<file path="config.mk">
export PLATFORM = sky130hd
export DESIGN_NAME = tank_arena_top
export DESIGN_NICKNAME = d
export VERILOG_FILES = /design/src/tank_pkg.sv /design/src/raster_if.sv /design/src/bullet_unit.sv /design/src/hull_probe.sv /design/src/tank_arena_top.sv /design/src/tank_motion.sv
export VERILOG_INCLUDE_DIRS = /design/src
export SDC_FILE = /design/constraint.sdc
export NUM_CORES = 1
export LEC_CHECK = 0
export ABC_AREA = 0
export BUFFER_PORTS_ARGS = -buffer_cell sky130_fd_sc_hd__clkbuf_2
export CAP_MARGIN = 20
export CORE_ASPECT_RATIO = 1.75
export CORE_MARGIN = 3
export CORE_UTILIZATION = 50
export DETAILED_ROUTE_END_ITERATION = 6
export PLACE_DENSITY = 0.66
export SLEW_MARGIN = 20
export SYNTH_ARGS = -nofsm -noshare
export SYNTH_HDL_FRONTEND = slang
export SYNTH_HIERARCHICAL = 1
export SYNTH_SLANG_ARGS = --single-unit
</file>
<file path="constraint.sdc">
create_clock -name clk_i -period 5.35 [get_ports clk_i]
set_input_delay 0.2675 -clock clk_i [delete_from_list [all_inputs] [get_ports clk_i]]
set_output_delay 0.2675 -clock clk_i [all_outputs]
set_load 0.01 [all_outputs]
</file>
<file path="src/tank_settings.svh">
// Arena constants shared by the package, the RTL and the testbench.
// Include this file wherever a macro below is needed; the guard makes
// repeated includes harmless.

`ifndef TANK_SETTINGS_SVH
`define TANK_SETTINGS_SVH

//////////////////////////////////////////////////
// raster geometry
//////////////////////////////////////////////////

`define TANK_COORD_BITS 10 // 1024 wide, wraps modulo

//////////////////////////////////////////////////
// start positions, upper-left hull corner
//////////////////////////////////////////////////

`define TANK_P1_X_INIT 224
`define TANK_P1_Y_INIT 32
`define TANK_P2_X_INIT 224
`define TANK_P2_Y_INIT 416

//////////////////////////////////////////////////
// hull and bullet geometry
//////////////////////////////////////////////////

`define TANK_HULL_MIN 3  // first hull offset
`define TANK_HULL_MAX 28 // last hull offset

`define TANK_STEP   1 // pixels per tick
`define BULLET_STEP 4 // pixels per tick
`define BULLET_SIZE 4 // offsets 0..4 are lit

// muzzle placement relative to the hull corner
`define MUZZLE_SIDE 14 // centred across the barrel
`define MUZZLE_FAR  32 // just past the hull, down or right
`define MUZZLE_NEAR 4  // just before the hull, up or left

`endif

</file>
<file path="src/tank_pkg.sv">
// Types for the tank arena: headings, raster coordinates, tank pose
// and the bullet state. Modules import it inside their bodies.

`include "tank_settings.svh"

package tank_pkg;

    //////////////////////////////////////////////////
    // coordinates and headings
    //////////////////////////////////////////////////

    typedef logic [`TANK_COORD_BITS-1:0] coord_t;

    // one-hot heading; other codes may arrive on the move inputs
    typedef logic [3:0] dir_t;

    localparam dir_t DIR_DOWN  = 4'b0001;
    localparam dir_t DIR_UP    = 4'b0010;
    localparam dir_t DIR_RIGHT = 4'b0100;
    localparam dir_t DIR_LEFT  = 4'b1000;

    //////////////////////////////////////////////////
    // tank and bullet state
    //////////////////////////////////////////////////

    typedef struct packed {
        coord_t x;       // hull corner, left
        coord_t y;       // hull corner, top
        dir_t   heading; // last direction moved
    } tank_pose_t;

    typedef enum logic [1:0] {
        IDLE   = 2'd0, // riding on the muzzle
        FLYING = 2'd1,
        SPENT  = 2'd2  // one cycle after a hard hit
    } bullet_state_t;

endpackage

</file>
<file path="src/raster_if.sv">
// Current raster pixel and its map properties, fanned out to the hull
// probes and bullet units. Driven from plain ports in the top level.

`include "tank_settings.svh"

interface raster_if;

    import tank_pkg::*;

    coord_t hpos;  // raster column
    coord_t vpos;  // raster row
    logic   solid; // tanks cannot pass
    logic   hard;  // bullets stop here

    modport probe (
        input hpos,
        input vpos,
        input solid,
        input hard
    );

endinterface

</file>
<file path="src/bullet_unit.sv">
// One tank's bullet. A rising shoot edge in IDLE launches it from the
// muzzle; it then flies four pixels per tick along the heading it was
// fired with, and ends on the first hard pixel it covers.

`include "tank_settings.svh"

module bullet_unit (
    input  logic                 clk_i,
    input  logic                 reset_i,
    input  logic                 shoot_i,
    input  logic                 move_tick_i,
    input  tank_pkg::tank_pose_t pose_i,
    raster_if.probe              raster,
    output logic                 bullet_pixel_o
);

    import tank_pkg::*;

    localparam coord_t STEP        = coord_t'(`BULLET_STEP);
    localparam coord_t SIZE        = coord_t'(`BULLET_SIZE);
    localparam coord_t MUZZLE_SIDE = coord_t'(`MUZZLE_SIDE);
    localparam coord_t MUZZLE_FAR  = coord_t'(`MUZZLE_FAR);
    localparam coord_t MUZZLE_NEAR = coord_t'(`MUZZLE_NEAR);

    bullet_state_t state_q;
    logic          shoot_q;
    logic          fire;
    coord_t        muzzle_x;
    coord_t        muzzle_y;
    coord_t        bullet_x;
    coord_t        bullet_y;
    dir_t          bullet_dir;
    coord_t        dx;
    coord_t        dy;

    //////////////////////////////////////////////////
    // shoot edge and state machine
    //////////////////////////////////////////////////

    assign fire = shoot_i && !shoot_q;

    always_ff @(posedge clk_i) begin
        if (reset_i) begin
            shoot_q <= 1'b0;
            state_q <= IDLE;
        end else begin
            shoot_q <= shoot_i;
            case (state_q)
                IDLE: begin
                    if (fire) state_q <= FLYING;
                end
                FLYING: begin
                    if (bullet_pixel_o && raster.hard) state_q <= SPENT;
                end
                SPENT:   state_q <= IDLE;
                default: state_q <= IDLE;
            endcase
        end
    end

    //////////////////////////////////////////////////
    // muzzle and flight
    //////////////////////////////////////////////////

    always_comb begin
        case (pose_i.heading)
            DIR_UP: begin
                muzzle_x = pose_i.x + MUZZLE_SIDE;
                muzzle_y = pose_i.y - MUZZLE_NEAR;
            end
            DIR_RIGHT: begin
                muzzle_x = pose_i.x + MUZZLE_FAR;
                muzzle_y = pose_i.y + MUZZLE_SIDE;
            end
            DIR_LEFT: begin
                muzzle_x = pose_i.x - MUZZLE_NEAR;
                muzzle_y = pose_i.y + MUZZLE_SIDE;
            end
            default: begin // down
                muzzle_x = pose_i.x + MUZZLE_SIDE;
                muzzle_y = pose_i.y + MUZZLE_FAR;
            end
        endcase
    end

    always_ff @(posedge clk_i) begin
        case (state_q)
            IDLE: begin
                bullet_x   <= muzzle_x; // track the tank until fired
                bullet_y   <= muzzle_y;
                bullet_dir <= pose_i.heading;
            end
            FLYING: begin
                if (move_tick_i) begin
                    case (bullet_dir)
                        DIR_DOWN:  bullet_y <= bullet_y + STEP;
                        DIR_UP:    bullet_y <= bullet_y - STEP;
                        DIR_RIGHT: bullet_x <= bullet_x + STEP;
                        DIR_LEFT:  bullet_x <= bullet_x - STEP;
                        default:   ;
                    endcase
                end
            end
            default: ; // hold while spent
        endcase
    end

    assign dx = raster.hpos - bullet_x;
    assign dy = raster.vpos - bullet_y;

    assign bullet_pixel_o = (state_q == FLYING) && (dx <= SIZE) && (dy <= SIZE);

    // a hard hit blanks the bullet through SPENT and the following IDLE
    a_hit_blanks: assert property (
        @(posedge clk_i) disable iff (reset_i)
        bullet_pixel_o && raster.hard |=> !bullet_pixel_o ##1 !bullet_pixel_o
    );

endmodule

</file>
<file path="src/hull_probe.sv">
// Hull pixel test and wall contact flags for one tank.
// The hull pixel is combinational on the raster position; the four
// blocked flags are sticky and feed tank_motion, indexed like dir_t.

`include "tank_settings.svh"

module hull_probe (
    input  logic                 clk_i,
    input  logic                 reset_i,
    input  tank_pkg::tank_pose_t pose_i,
    input  tank_pkg::dir_t       move_i,
    raster_if.probe              raster,
    output logic                 hull_pixel_o,
    output logic [3:0]           blocked_o
);

    import tank_pkg::*;

    localparam coord_t HULL_MIN  = coord_t'(`TANK_HULL_MIN);
    localparam coord_t HULL_MAX  = coord_t'(`TANK_HULL_MAX);
    localparam coord_t LINE_NEAR = coord_t'(`TANK_HULL_MIN - 1); // top or left line
    localparam coord_t LINE_FAR  = coord_t'(`TANK_HULL_MAX + 1); // bottom or right line
    localparam coord_t SPAN_LO   = coord_t'(`TANK_HULL_MIN + 1);
    localparam coord_t SPAN_HI   = coord_t'(`TANK_HULL_MAX - 1);

    coord_t     dx;
    coord_t     dy;
    logic       span_x;
    logic       span_y;
    logic [3:0] contact;
    logic [3:0] hits;
    logic [3:0] keep_mask;

    assign dx = raster.hpos - pose_i.x; // wraps modulo 1024
    assign dy = raster.vpos - pose_i.y;

    assign hull_pixel_o = (dx >= HULL_MIN) && (dx <= HULL_MAX) &&
                          (dy >= HULL_MIN) && (dy <= HULL_MAX);

    //////////////////////////////////////////////////
    // edge contact lines
    //////////////////////////////////////////////////

    assign span_x = (dx >= SPAN_LO) && (dx <= SPAN_HI);
    assign span_y = (dy >= SPAN_LO) && (dy <= SPAN_HI);

    assign contact[0] = (dy == LINE_FAR)  && span_x; // bottom
    assign contact[1] = (dy == LINE_NEAR) && span_x; // top
    assign contact[2] = (dx == LINE_FAR)  && span_y; // right
    assign contact[3] = (dx == LINE_NEAR) && span_y; // left

    assign hits = contact & {4{raster.solid}};

    // a clean one-hot turn keeps only its own flag
    always_comb begin
        case (move_i)
            DIR_DOWN, DIR_UP, DIR_RIGHT, DIR_LEFT: keep_mask = move_i;
            default:                               keep_mask = 4'b1111;
        endcase
    end

    always_ff @(posedge clk_i) begin
        if (reset_i) begin
            blocked_o <= 4'b0000;
        end else begin
            blocked_o <= (blocked_o & keep_mask) | hits; // set wins
        end
    end

    // a flag is only raised by a solid pixel
    a_set_needs_solid: assert property (
        @(posedge clk_i) disable iff (reset_i)
        !raster.solid |=> (blocked_o & ~$past(blocked_o)) == 4'b0000
    );

endmodule

</file>
<file path="src/tank_arena_top.sv">
// Game logic of the two-tank arena. Per raster pixel it reports each
// hull, either bullet, and a bullet landing on a destroyable brick.
// Drive hpos/vpos and the map flags for the same pixel every clock.

`include "tank_settings.svh"

module tank_arena_top (
    input  logic             clk_i,
    input  logic             reset_i,
    input  logic             move_tick_i,
    input  tank_pkg::dir_t   player_1_move_i,
    input  tank_pkg::dir_t   player_2_move_i,
    input  logic             player_1_shoot_i,
    input  logic             player_2_shoot_i,
    input  tank_pkg::coord_t hpos_i,
    input  tank_pkg::coord_t vpos_i,
    input  logic             cannot_walk_through_i,
    input  logic             hard_block_i,
    input  logic             destroyable_block_i,
    output logic             player_1_pixel_o,
    output logic             player_2_pixel_o,
    output logic             bullet_pixel_o,
    output logic             bullet_collide_o
);

    import tank_pkg::*;

    tank_pose_t pose_p1;
    tank_pose_t pose_p2;
    logic [3:0] blocked_p1;
    logic [3:0] blocked_p2;
    logic       bullet_p1;
    logic       bullet_p2;

    raster_if raster ();

    assign raster.hpos  = hpos_i;
    assign raster.vpos  = vpos_i;
    assign raster.solid = cannot_walk_through_i;
    assign raster.hard  = hard_block_i;

    //////////////////////////////////////////////////
    // player 1, starts at the top heading down
    //////////////////////////////////////////////////

    tank_motion #(
        .X_INIT       (coord_t'(`TANK_P1_X_INIT)),
        .Y_INIT       (coord_t'(`TANK_P1_Y_INIT)),
        .HEADING_INIT (DIR_DOWN)
    ) motion_p1 (
        .clk_i       (clk_i),
        .reset_i     (reset_i),
        .move_i      (player_1_move_i),
        .move_tick_i (move_tick_i),
        .blocked_i   (blocked_p1),
        .pose_o      (pose_p1)
    );

    hull_probe probe_p1 (
        .clk_i        (clk_i),
        .reset_i      (reset_i),
        .pose_i       (pose_p1),
        .move_i       (player_1_move_i),
        .raster       (raster.probe),
        .hull_pixel_o (player_1_pixel_o),
        .blocked_o    (blocked_p1)
    );

    bullet_unit bullet_u1 (
        .clk_i          (clk_i),
        .reset_i        (reset_i),
        .shoot_i        (player_1_shoot_i),
        .move_tick_i    (move_tick_i),
        .pose_i         (pose_p1),
        .raster         (raster.probe),
        .bullet_pixel_o (bullet_p1)
    );

    //////////////////////////////////////////////////
    // player 2, starts at the bottom heading up
    //////////////////////////////////////////////////

    tank_motion #(
        .X_INIT       (coord_t'(`TANK_P2_X_INIT)),
        .Y_INIT       (coord_t'(`TANK_P2_Y_INIT)),
        .HEADING_INIT (DIR_UP)
    ) motion_p2 (
        .clk_i       (clk_i),
        .reset_i     (reset_i),
        .move_i      (player_2_move_i),
        .move_tick_i (move_tick_i),
        .blocked_i   (blocked_p2),
        .pose_o      (pose_p2)
    );

    hull_probe probe_p2 (
        .clk_i        (clk_i),
        .reset_i      (reset_i),
        .pose_i       (pose_p2),
        .move_i       (player_2_move_i),
        .raster       (raster.probe),
        .hull_pixel_o (player_2_pixel_o),
        .blocked_o    (blocked_p2)
    );

    bullet_unit bullet_u2 (
        .clk_i          (clk_i),
        .reset_i        (reset_i),
        .shoot_i        (player_2_shoot_i),
        .move_tick_i    (move_tick_i),
        .pose_i         (pose_p2),
        .raster         (raster.probe),
        .bullet_pixel_o (bullet_p2)
    );

    assign bullet_pixel_o   = bullet_p1 | bullet_p2;
    assign bullet_collide_o = destroyable_block_i && bullet_pixel_o; // brick hit

endmodule

</file>
<file path="src/tank_motion.sv">
// Pose register of one tank. On a movement tick a one-hot command whose
// blocked flag is clear steps the hull one pixel and takes the heading.

`include "tank_settings.svh"

module tank_motion #(
    parameter tank_pkg::coord_t X_INIT       = tank_pkg::coord_t'(`TANK_P1_X_INIT),
    parameter tank_pkg::coord_t Y_INIT       = tank_pkg::coord_t'(`TANK_P1_Y_INIT),
    parameter tank_pkg::dir_t   HEADING_INIT = tank_pkg::DIR_DOWN
) (
    input  logic                 clk_i,
    input  logic                 reset_i,
    input  tank_pkg::dir_t       move_i,
    input  logic                 move_tick_i,
    input  logic [3:0]           blocked_i,
    output tank_pkg::tank_pose_t pose_o
);

    import tank_pkg::*;

    localparam coord_t STEP = coord_t'(`TANK_STEP);

    tank_pose_t next_pose;
    logic       valid_move;
    logic       can_step;

    always_comb begin
        next_pose  = pose_o;
        valid_move = 1'b1;
        case (move_i)
            DIR_DOWN:  next_pose.y = pose_o.y + STEP;
            DIR_UP:    next_pose.y = pose_o.y - STEP;
            DIR_RIGHT: next_pose.x = pose_o.x + STEP;
            DIR_LEFT:  next_pose.x = pose_o.x - STEP;
            default:   valid_move = 1'b0; // idle or several keys
        endcase
        next_pose.heading = valid_move ? move_i : pose_o.heading;
    end

    assign can_step = valid_move && ((blocked_i & move_i) == 4'b0000);

    always_ff @(posedge clk_i) begin
        if (reset_i) begin
            pose_o.x       <= X_INIT;
            pose_o.y       <= Y_INIT;
            pose_o.heading <= HEADING_INIT;
        end else if (move_tick_i && can_step) begin
            pose_o <= next_pose;
        end
    end

    // the hull only moves on tick cycles
    a_pose_on_tick: assert property (
        @(posedge clk_i) disable iff (reset_i)
        !move_tick_i |=> $stable(pose_o)
    );

endmodule

</file>
# Yosys cells after proc, flatten, opt, wreduce, memory -nomap -nowiden
# Index checks and enable logic that the tools add are counted.
[totals]
ff_bits = 110
latchBits = 0
ramBits = 0
romBits = 0
inputBits = 36
output_inout_bits = 4
wordCells = 214
mem_count = 0
[classes]
addsub = 36
mul = 0
n_div = 0
order_cmp = 20
n_eq_ne = 42
shift = 0
n_mux = 30
bitwise_logic = 9
n_reduce_logical = 59
[op_table]
columns = ["op", "count"]
rows = [
  ["case mux 10 bit (2 select lines)", 16],
  ["less-or-equal comparator 10 x 5 -> 1 bit (second input constant)", 8],
  ["subtractor 10 bit", 8],
  ["subtractor 10 x 3 -> 10 bit (second input constant)", 8],
  ["adder 10 x 1 -> 10 bit (second input constant)", 4],
  ["adder 10 x 3 -> 10 bit (second input constant)", 4],
  ["adder 10 x 4 -> 10 bit (second input constant)", 4],
  ["adder 10 x 6 -> 10 bit (second input constant)", 4],
  ["equality test 10 x 2 -> 1 bit (second input constant)", 4],
  ["equality test 10 x 5 -> 1 bit (second input constant)", 4],
  ["greater-or-equal comparator 10 x 2 -> 1 bit (second input constant)", 4],
  ["greater-or-equal comparator 10 x 3 -> 1 bit (second input constant)", 4],
  ["less-or-equal comparator 10 x 3 -> 1 bit (second input constant)", 4],
  ["2-to-1 mux 10 bit", 4],
  ["subtractor 10 x 1 -> 10 bit (second input constant)", 4],
  ["logical AND 1 bit", 31],
  ["AND 4 bit", 6],
  ["equality test 4 x 2 -> 1 bit (second input constant)", 6],
  ["equality test 4 x 3 -> 1 bit (second input constant)", 6],
  ["equality test 4 bit (second input constant)", 6],
  ["equality test 4 x 1 -> 1 bit (second input constant)", 4],
  ["AND reduction 2 bit", 8],
  ["inequality test 3 bit (second input constant)", 4],
  ["AND reduction 3 bit", 4],
  ["15 further kinds", 37],
]

# Logic depth before layout (Yosys ltp)
# Gate-level depths: netlist of the first run.
[depth]
word_depth = 7
ltp_mapped = 11
mapped_depth_nobuf = 11

# By module
# Netlist of the first run, hierarchy kept.
[by_module_without_submodules]
columns = ["module", "n_inst", "cells_per_inst", "area_per_inst_um2"]
rows = [
  ["bullet_unit (bullet_u1)", 1, 388, 3270.6],
  ["bullet_unit (bullet_u2)", 1, 386, 3163.0],
  ["hull_probe", 2, 208, 1446.4],
  ["tank_motion (motion_p2)", 1, 194, 1529.0],
  ["tank_motion (motion_p1)", 1, 189, 1517.7],
  ["tank_arena_top", 1, 2, 13.8],
]

# Worst setup path before layout of the first run
# OpenSTA, ideal clock, no wires.
[synth_timing]
path_type = "register to register"
start = "register bullet_u1.bullet_dir[0]"
end = "register bullet_u1.bullet_y[9] (data pin)"
t_arrival_ps = 2846
path_slack_ps = 2235
stages_incl_launch_ff = 10
path_cell_list = "edfxtp_1 > nor4b_1 > ha_1 > a21o_1 > a21oi_1 > nor2b_1 > o21a_1 > o41ai_1 > xnor2_1 > mux2i_1"
[synth_between]
elab_chain_cells = 4
elab_cells_between_ends = 5
cone_classes = "2 x eq/ne; 3 x mux"
[synth_rtl]
columns = ["item", "line_no", "text"]
rows = [
  ["start, declared", "bullet_unit.sv:32", "dir_t bullet_dir;"],
  ["start signal, assigned", "bullet_unit.sv:91", "bullet_dir <= pose_i.heading;"],
  ["equality test 4 x 2 -> 1 bit or equality test 4 x 1 -> 1 bit (tied branches)", "bullet_unit.sv:95", "case (bullet_dir)"],
  ["case mux 10 bit (2 select lines) (*)", "bullet_unit.sv:95", ""],
  ["2-to-1 mux 10 bit (*)", "bullet_unit.sv:94", "if (move_tick_i) begin"],
  ["case mux 10 bit (2 select lines) (*)", "bullet_unit.sv:87", "case (state_q)"],
  ["end signal, assigned", "bullet_unit.sv:90", "bullet_y <= muzzle_y;"],
  ["end signal, assigned", "bullet_unit.sv:96", "DIR_DOWN: bullet_y <= bullet_y + STEP;"],
  ["end signal, assigned", "bullet_unit.sv:97", "DIR_UP: bullet_y <= bullet_y - STEP;"],
  ["end, declared", "bullet_unit.sv:31", "coord_t bullet_y;"],
]
# Mark *: on every way between the ends. The rest lies on a longest branch, timed or not. The select of a mux whose other input is x is not followed.
# A chain may end at the register's enable or synchronous reset.

# Worst setup path in the final report of the first run
[layout_timing]
start = "register motion_p2/pose_o[4] in the netlist's numbering"
end = "output player_2_pixel_o"
[layout_between]
elab_chain_cells = 4
elab_cells_between_ends = 5
cone_classes = "1 x add/sub; 2 x order compare; 2 x reduce/logical"
[layout_rtl]
columns = ["item", "line_no", "text"]
rows = [
  ["start, declared", "tank_motion.sv:16", "output tank_pkg::tank_pose_t pose_o"],
  ["start signal, assigned", "tank_motion.sv:48", "pose_o <= next_pose;"],
  ["subtractor 10 bit (*)", "hull_probe.sv:35", "assign dy = raster.vpos - pose_i.y;"],
  ["greater-or-equal comparator 10 x 2 -> 1 bit", "hull_probe.sv:38", "(dy >= HULL_MIN) && (dy <= HULL_MAX);"],
  ["logical AND 1 bit", "hull_probe.sv:37", "assign hull_pixel_o = (dx >= HULL_MIN) && (dx <= HULL_MAX) &&"],
  ["logical AND 1 bit (*)", "hull_probe.sv:38", ""],
  ["end, declared", "tank_arena_top.sv:21", "output logic player_2_pixel_o,"],
]
# Mark *: on every way between the ends. The rest lies on a longest branch, timed or not.

==> results of run 1 <==
==> final cells by class <==
| cell class | instances | area, um2 |
|---|---|---|
| fillers | 2334 | 11000 |
| multi-input cells | 1288 | 9000 |
| flip-flops and latches | 110 | 2680 |
| inverters | 127 | 477 |
| well taps | 308 | 385 |
| clock buffers | 13 | 314 |
| repair buffers | 52 | 293 |
| clock inverters | 3 | 41.3 |
==> critical path, cell delays in order (launching register included) <==
cell and delay [ps]:
dfxtp_1 540, ha_1 230, inv_1 60, fa_1 400
a211oi_1 300, nor4b_1 110, or4_4 550, nor4_2 260
nand4_2 260, nor4b_2 390, clkbuf_2 200
==> power by group <==
part	leakage, nW	internal, mW	switching [mW]	total [mW]
registers	0.983	0.941	0.0473	0.988
clock network	0.178	0.462	0.349	0.811
logic	4.23	0.395	0.574	0.969
total	5.39	1.80	0.970	2.77
==> worst max-delay path by stage <==
stage / start / endpoint / depth (start not counted)
finish: motion_p2/pose_o[4] / player_2_pixel_o / 10
global route: motion_p1/pose_o[4] / player_1_pixel_o / 10
CTS: motion_p2/pose_o[4] / player_2_pixel_o / 10
detailed placement: motion_p2/pose_o[4] / player_2_pixel_o / 10
global placement: motion_p2/pose_o[4] / player_2_pixel_o / 10
floorplan: bullet_u1/bullet_dir[0] / bullet_u1/bullet_y[9] / 9
==> flip-flops by register name, summed over array words and instances, names as in the netlist, 2 cells and up <==
register,count
bullet_u1/bullet_dir,4
bullet_u1/bullet_x,10
bullet_u1/bullet_y,10
bullet_u1/state_q,2
bullet_u2/bullet_dir,4
bullet_u2/bullet_x,10
bullet_u2/bullet_y,10
bullet_u2/state_q,2
motion_p1/pose_o,24
motion_p2/pose_o,24
probe_p1/blocked_o,4
probe_p2/blocked_o,4
==> cells in the final DEF, fill, tap and decap left out, drive strengths merged, types with 13 or more instances in the layout <==
cell type	Yosys	routed
nor4b	19	19
nor2b	51	51
nor3	52	52
edfxtp	48	48
or3	32	32
a211oi	16	16
xnor2	67	67
o22ai	15	15
nand2b	20	20
and3	14	14
nand4	24	24
o21ai	102	102
inv	126	127
nor2	158	158
mux2i	25	25
nand3	45	45
a31oi	20	20
clkbuf	38	52
a21oi	122	122
xor2	46	46
or4	16	16
nand2	86	86
buf	12	13
dfxtp	62	62
a21o	20	20
ha	124	124
o21a	27	27
==> kinds of logic (layout without fill, tap and decap cells) <==
group / after synthesis / after routing / synth area share
and+or+nand+nor: 587 / 587 / 0.264
AOI/OAI and AO/OA: 428 / 428 / 0.222
buffers and inverters: 177 / 195 / 0.0569
adders and majority gates: 132 / 132 / 0.138
xor gates and xnor gates: 113 / 113 / 0.0799
DFF: 110 / 110 / 0.217
muxes: 28 / 28 / 0.0229
==> synthesized netlist by cell type, types with 6 or more instances <==
cell	instances	area, um2
a211oi_1	15	113
a21o_1	20	150
a21oi_1	121	606
a221oi_1	6	52.6
a22oi_1	10	75.1
a311oi_1	6	52.6
a31oi_1	20	125
and2_1	12	75.1
and3_1	14	87.6
and4b_1	6	60.1
buf_2	6	30.0
clkbuf_1	36	135
dfxtp_1	62	1240
edfxtp_1	48	1440
fa_1	8	160
ha_1	124	1550
inv_1	126	473
mux2i_1	25	250
nand2_1	86	323
nand2b_1	20	125
nand3_1	45	225
nand4_1	22	138
nor2_1	156	586
nor2b_1	49	307
nor3_1	52	260
nor3b_1	8	60.1
nor4b_1	13	114
nor4b_2	6	90.1
o2111ai_1	10	87.6
o211ai_1	9	67.6
o21a_1	27	203
o21ai_0	97	485
o221ai_1	6	52.6
o22ai_1	15	93.8
o31a_1	7	61.3
or3_1	31	194
or4_1	11	82.6
or4b_1	7	70.1
xnor2_1	67	587
xor2_1	46	403
==> layer usage <==
metal | part of all wire | global-route usage | routed length [um] | vias up
li1 | - | - | - | 5817
met1 | 0.38 | 0.269 | 13300 | 5563
met2 | 0.53 | 0.483 | 18500 | 257
met3 | 0.026 | 0.0192 | 900 | 92
met4 | 0.066 | 0.162 | 2310 | 0
met5 | 0 | 0 | 0 | -
==> per-stage QoR <==
step,util,power (mW)
final,0.545,2.77
after global routing,0.545,2.92
after CTS,0.545,2.78
after detailed placement,0.530,1.96
after global placement,0.530,1.95
after floorplan,-,1.71
==> results_dict.tcl, run 1 <==
set metrics [dict create \
    report.final.hold_viol_count 0 \
    stdcell_count 1901 \
    portBuffers 39 \
    post-route-period-util 0.737 \
    cp-end-kind "primary output" \
    track_usage 0.256 \
    first_global_vias 11448 \
    grt_pass1_wl_um 56400 \
    drt.antenna.violating_nets 0 \
    htree_levels 3 \
    r2r-start "motion_p2/pose_o[5]" \
    placed_cells 1885 \
    wl_um 35000 \
    core_area_mm2 0.0242 \
    period_needed_ps 3940 \
    firstDrtPassIters 7 \
    rsz0062_at_grt "false" \
    required_ps 5080 \
    syn_nets 1743 \
    outcome "completed" \
    synthFlopType "dfxtp_1" \
    finalClockSkew_ps 6.61 \
    slew_viol_final 0 \
    regToRegSetupSlack_ps 2230 \
    tns_ps 0 \
    dieArea_mm2 0.0268 \
    cts_made_buffers 9 \
    synth.distinct_cells 99 \
    post_cts_buffers 0 \
    cts.sinks 110 \
    maxSlewHeadroom 0.251 \
    worstSetupPathType "flip-flop to primary output" \
    rows 75 \
    ys_warn_count 6 \
    clockBufferDepth 2 \
    hold_path_class "input port to flip-flop" \
    cp.arrival_ps 3680 \
    netlist_area_mm2 0.0124 \
    reg2reg_to "probe_p2/blocked_o[3]" \
    preCtsSetupSlack_ps 1830 \
    start_util 0.512 \
    grt_max_degree 67 \
    drv_cap 0 \
    whs_endpoint "bullet_u2/shoot_q" \
    synth_edf_count 48 \
    post-dp-hpwl_um 27300 \
    worstHoldPathCells 2 \
    num_vias 11729 \
    dpl_cell_area_mm2 0.0128 \
    startpoint_type "flip-flop" \
    gp_congestion 0.954 \
    clock.fmax_ghz 0.254 \
    io_pins 40 \
    fin_ws_ps 1410 \
    area_growth_pct 6.53 \
    hold_slack_ps 116 \
    hp-start "player_2_shoot_i" \
    final-setup-viol-count 0 \
    r2r_cells 9 \
    cts_hold_buf 0 \
    overflow 0 \
    antenna_found_initial 0 \
    drt_iter0_markers 645 \
    antenna_cells 0 \
    async_reset_ff_frac 0 \
    clkTransAtPathRegs_ps 80 \
    p_leak_nw 5.39 \
    die_y_um 214 \
    clk_latency_ps 380 \
    syn_area_per_cell_um2 7.86 \
    power_density_mw_per_mm2 210 \
    synth-seq-cells 110 \
    nNetsFinal 1756 \
    cts_resized 0 \
    syn-instance-count 1575 \
    fin_area_mm2 0.0132 \
    tightest_slew_ps 1110 \
    ir_drop_v 0.000171 \
    cp_max_fo 11 \
    die_x_um 125 \
    routed_via_density 6.17 \
    avgRoutedWirePerCell_um 18.4 \
    yosysSeqAreaShare 0.217 \
    cts_tree "done" \
    drive_gt1_frac 0.0709 \
    post-route-drc-count 0 \
    cts_root_buf "clkbuf_16" \
]
(Power assumes the default switching activity.)
==> run 2: changes to the inputs <==
==> constraint.sdc (replaced) <==
create_clock -name clk_i -period 3.7 [get_ports clk_i]
set_input_delay 0.185 -clock clk_i [delete_from_list [all_inputs] [get_ports clk_i]]
set_output_delay 0.185 -clock clk_i [all_outputs]
set_load 0.01 [all_outputs]
==> run 2 against run 1 <==
Net effect:
- global-route usage grew 0.47 points
- clock power grew 36%
- count of clock-buffer cells in the layout grew 1
- via count grew 0.95%
- critical path depth is the same
- utilization grew 0.70 points
- critical endpoint is now player_1_pixel_o
- flip-flop and latch count is the same
==> results_dict.tcl, run 2 (synthesized netlist as in run 1, its figures left out) <==
set metrics [dict create \
    nNetsFinal 1780 \
    post-route-period-util 0.957 \
    clk_latency_ps 380 \
    power_mw 3.94 \
    first_global_vias 11736 \
    post_cts_buffers 0 \
    grt_max_degree 39 \
    io_pins 40 \
    rows 75 \
    worstHoldPathCells 2 \
    track_usage 0.261 \
    portBuffers 39 \
    drv_cap 0 \
    drt_iter0_markers 558 \
    slew_viol_final 0 \
    gp_congestion 0.949 \
    biggestRegsByFlops "motion_p1/pose_o: 24 flops, motion_p2/pose_o: 24 flops" \
    hp-start "player_1_shoot_i" \
    htree_levels 3 \
    post-dp-hpwl_um 27900 \
    firstDrtPassIters 5 \
    core_area_mm2 0.0242 \
    die_x_um 125 \
    cts_tree "done" \
    hold_path_class "input port to flip-flop" \
    power_density_mw_per_mm2 295 \
    startpoint_type "flip-flop" \
    cp.arrival_ps 3360 \
    p_leak_nw 5.50 \
    tns_ps 0 \
    routed_via_density 6.15 \
    rsz0062_at_grt "false" \
    required_ps 3510 \
    ir_drop_v 0.000257 \
    regToRegSetupSlack_ps 810 \
    r2r_cells 9 \
    num_vias 11840 \
    hold_slack_ps 27.8 \
    clockBufferDepth 2 \
    cts_root_buf "clkbuf_16" \
    slowest_stage "o311ai_1" \
    drt.antenna.violating_nets 0 \
    antenna_cells 0 \
    worstSetupPathType "flip-flop to primary output" \
    final_common_cell "nor2_1" \
    outcome "completed" \
    placed_cells 1909 \
    tightest_slew_ps 1090 \
    final-setup-viol-count 0 \
    avgRoutedWirePerCell_um 18.4 \
    finalClockSkew_ps 12.5 \
    area_growth_pct 7.90 \
    antenna_found_initial 0 \
    clkTransAtPathRegs_ps 90 \
    maxSlewHeadroom 0.274 \
    wl_um 35400 \
    dpl_cell_area_mm2 0.0130 \
    cp_max_fo 9 \
    drive_gt1_frac 0.0866 \
    fin_area_mm2 0.0134 \
    die_y_um 214 \
    reg2reg_to "bullet_u2/state_q[1]" \
    report.final.hold_viol_count 0 \
    cp-end-kind "primary output" \
    r2r-start "bullet_u2/bullet_y[7]" \
    grt_pass1_wl_um 57400 \
    fillers 2351 \
    cts.sinks 110 \
    cts_hold_buf 0 \
    whs_endpoint "bullet_u1/shoot_q" \
    post-route-drc-count 0 \
    crit_chain "inv_1 -> ha_1 -> o21ai_0 -> a21o_1 -> nor2b_1 -> o311ai_1 -> a2bb2oi_1 -> nor2_1 -> nor4b_2 -> clkbuf_2" \
    max_stage_delay_ps 710 \
    dieArea_mm2 0.0268 \
    clock.fmax_ghz 0.282 \
    period_needed_ps 3540 \
    cts_made_buffers 9 \
    final_cell_mix "nor2_1, inv_1, ha_1, a21oi_1, o21ai_0" \
    start_util 0.512 \
    stdcell_count 1925 \
    overflow 0 \
]
run 2: changes by cell type in the layout (fill, tap and decap cells not counted), sizes merged:
cell	before	now
clkinv	2	1
inv	127	128
bufinv	1	0
clkbuf	52	53
buf	13	37
run 2: final cells by class:
cell class / count / area (um2) / area share
multi-input combinational: 1288 / 9020 / 0.675
tap: 308 / 385 / 0.0288
clock inverter: 2 / 15.0 / 0.00112
timing repair buffer: 76 / 473 / 0.0354
inverter: 127 / 477 / 0.0357
sequential: 110 / 2690 / 0.201
clock buffer: 14 / 308 / 0.0230
run 2: power by group:
group	internal [mW]	switching, mW	leakage [nW]
clock	0.585	0.519	0.159
combinational	0.581	0.840	4.35
sequential	1.36	0.0582	0.984
total	2.53	1.42	5.50
run 2: critical path: cells and delay by family, from the launching register on:
kind | cells | cell delay, ps
fa+ha+maj | 1 | 400
compound gates | 4 | 1260
buf+inv | 2 | 280
simple gates | 3 | 520
flops | 1 | 500
run 2: per-layer routing:
metal | up-vias | track usage | share of wire
li1 | 5859 | - | -
met1 | 5617 | 0.265 | 0.37
met2 | 263 | 0.499 | 0.54
met3 | 101 | 0.0277 | 0.028
met4 | 0 | 0.159 | 0.061
met5 | - | 0 | 0
run 2: what timing repair did:
action,in CTS,in global routing
endpoints found under the setup margin,1,3
pin swaps,0,0
gates resized for setup,1,6
run 2: metrics by stage:
step / utilization / setup slack, ps
2_1_floorplan: - / 585
3_3_place_gp: 0.538 / 472
3_5_place_dp: 0.538 / 387
4_1_cts: 0.551 / 51.7
5_1_grt: 0.552 / 7.54
6_report: 0.552 / 158
run 2: how the worst max path moves through the flow:
stage               slack (ps)  depth (start not counted)                    start                     to
floorplan                  580                          9  bullet_u1/bullet_dir[0]  bullet_u1/bullet_y[9]
global placement           470                          9      motion_p1/pose_o[5]       player_1_pixel_o
detailed placement         390                          9      motion_p1/pose_o[5]       player_1_pixel_o
CTS                         50                         10      motion_p2/pose_o[4]       player_2_pixel_o
global route                 8                         10     motion_p2/pose_o[22]       player_2_pixel_o
finish                     160                         10     motion_p1/pose_o[17]       player_1_pixel_o
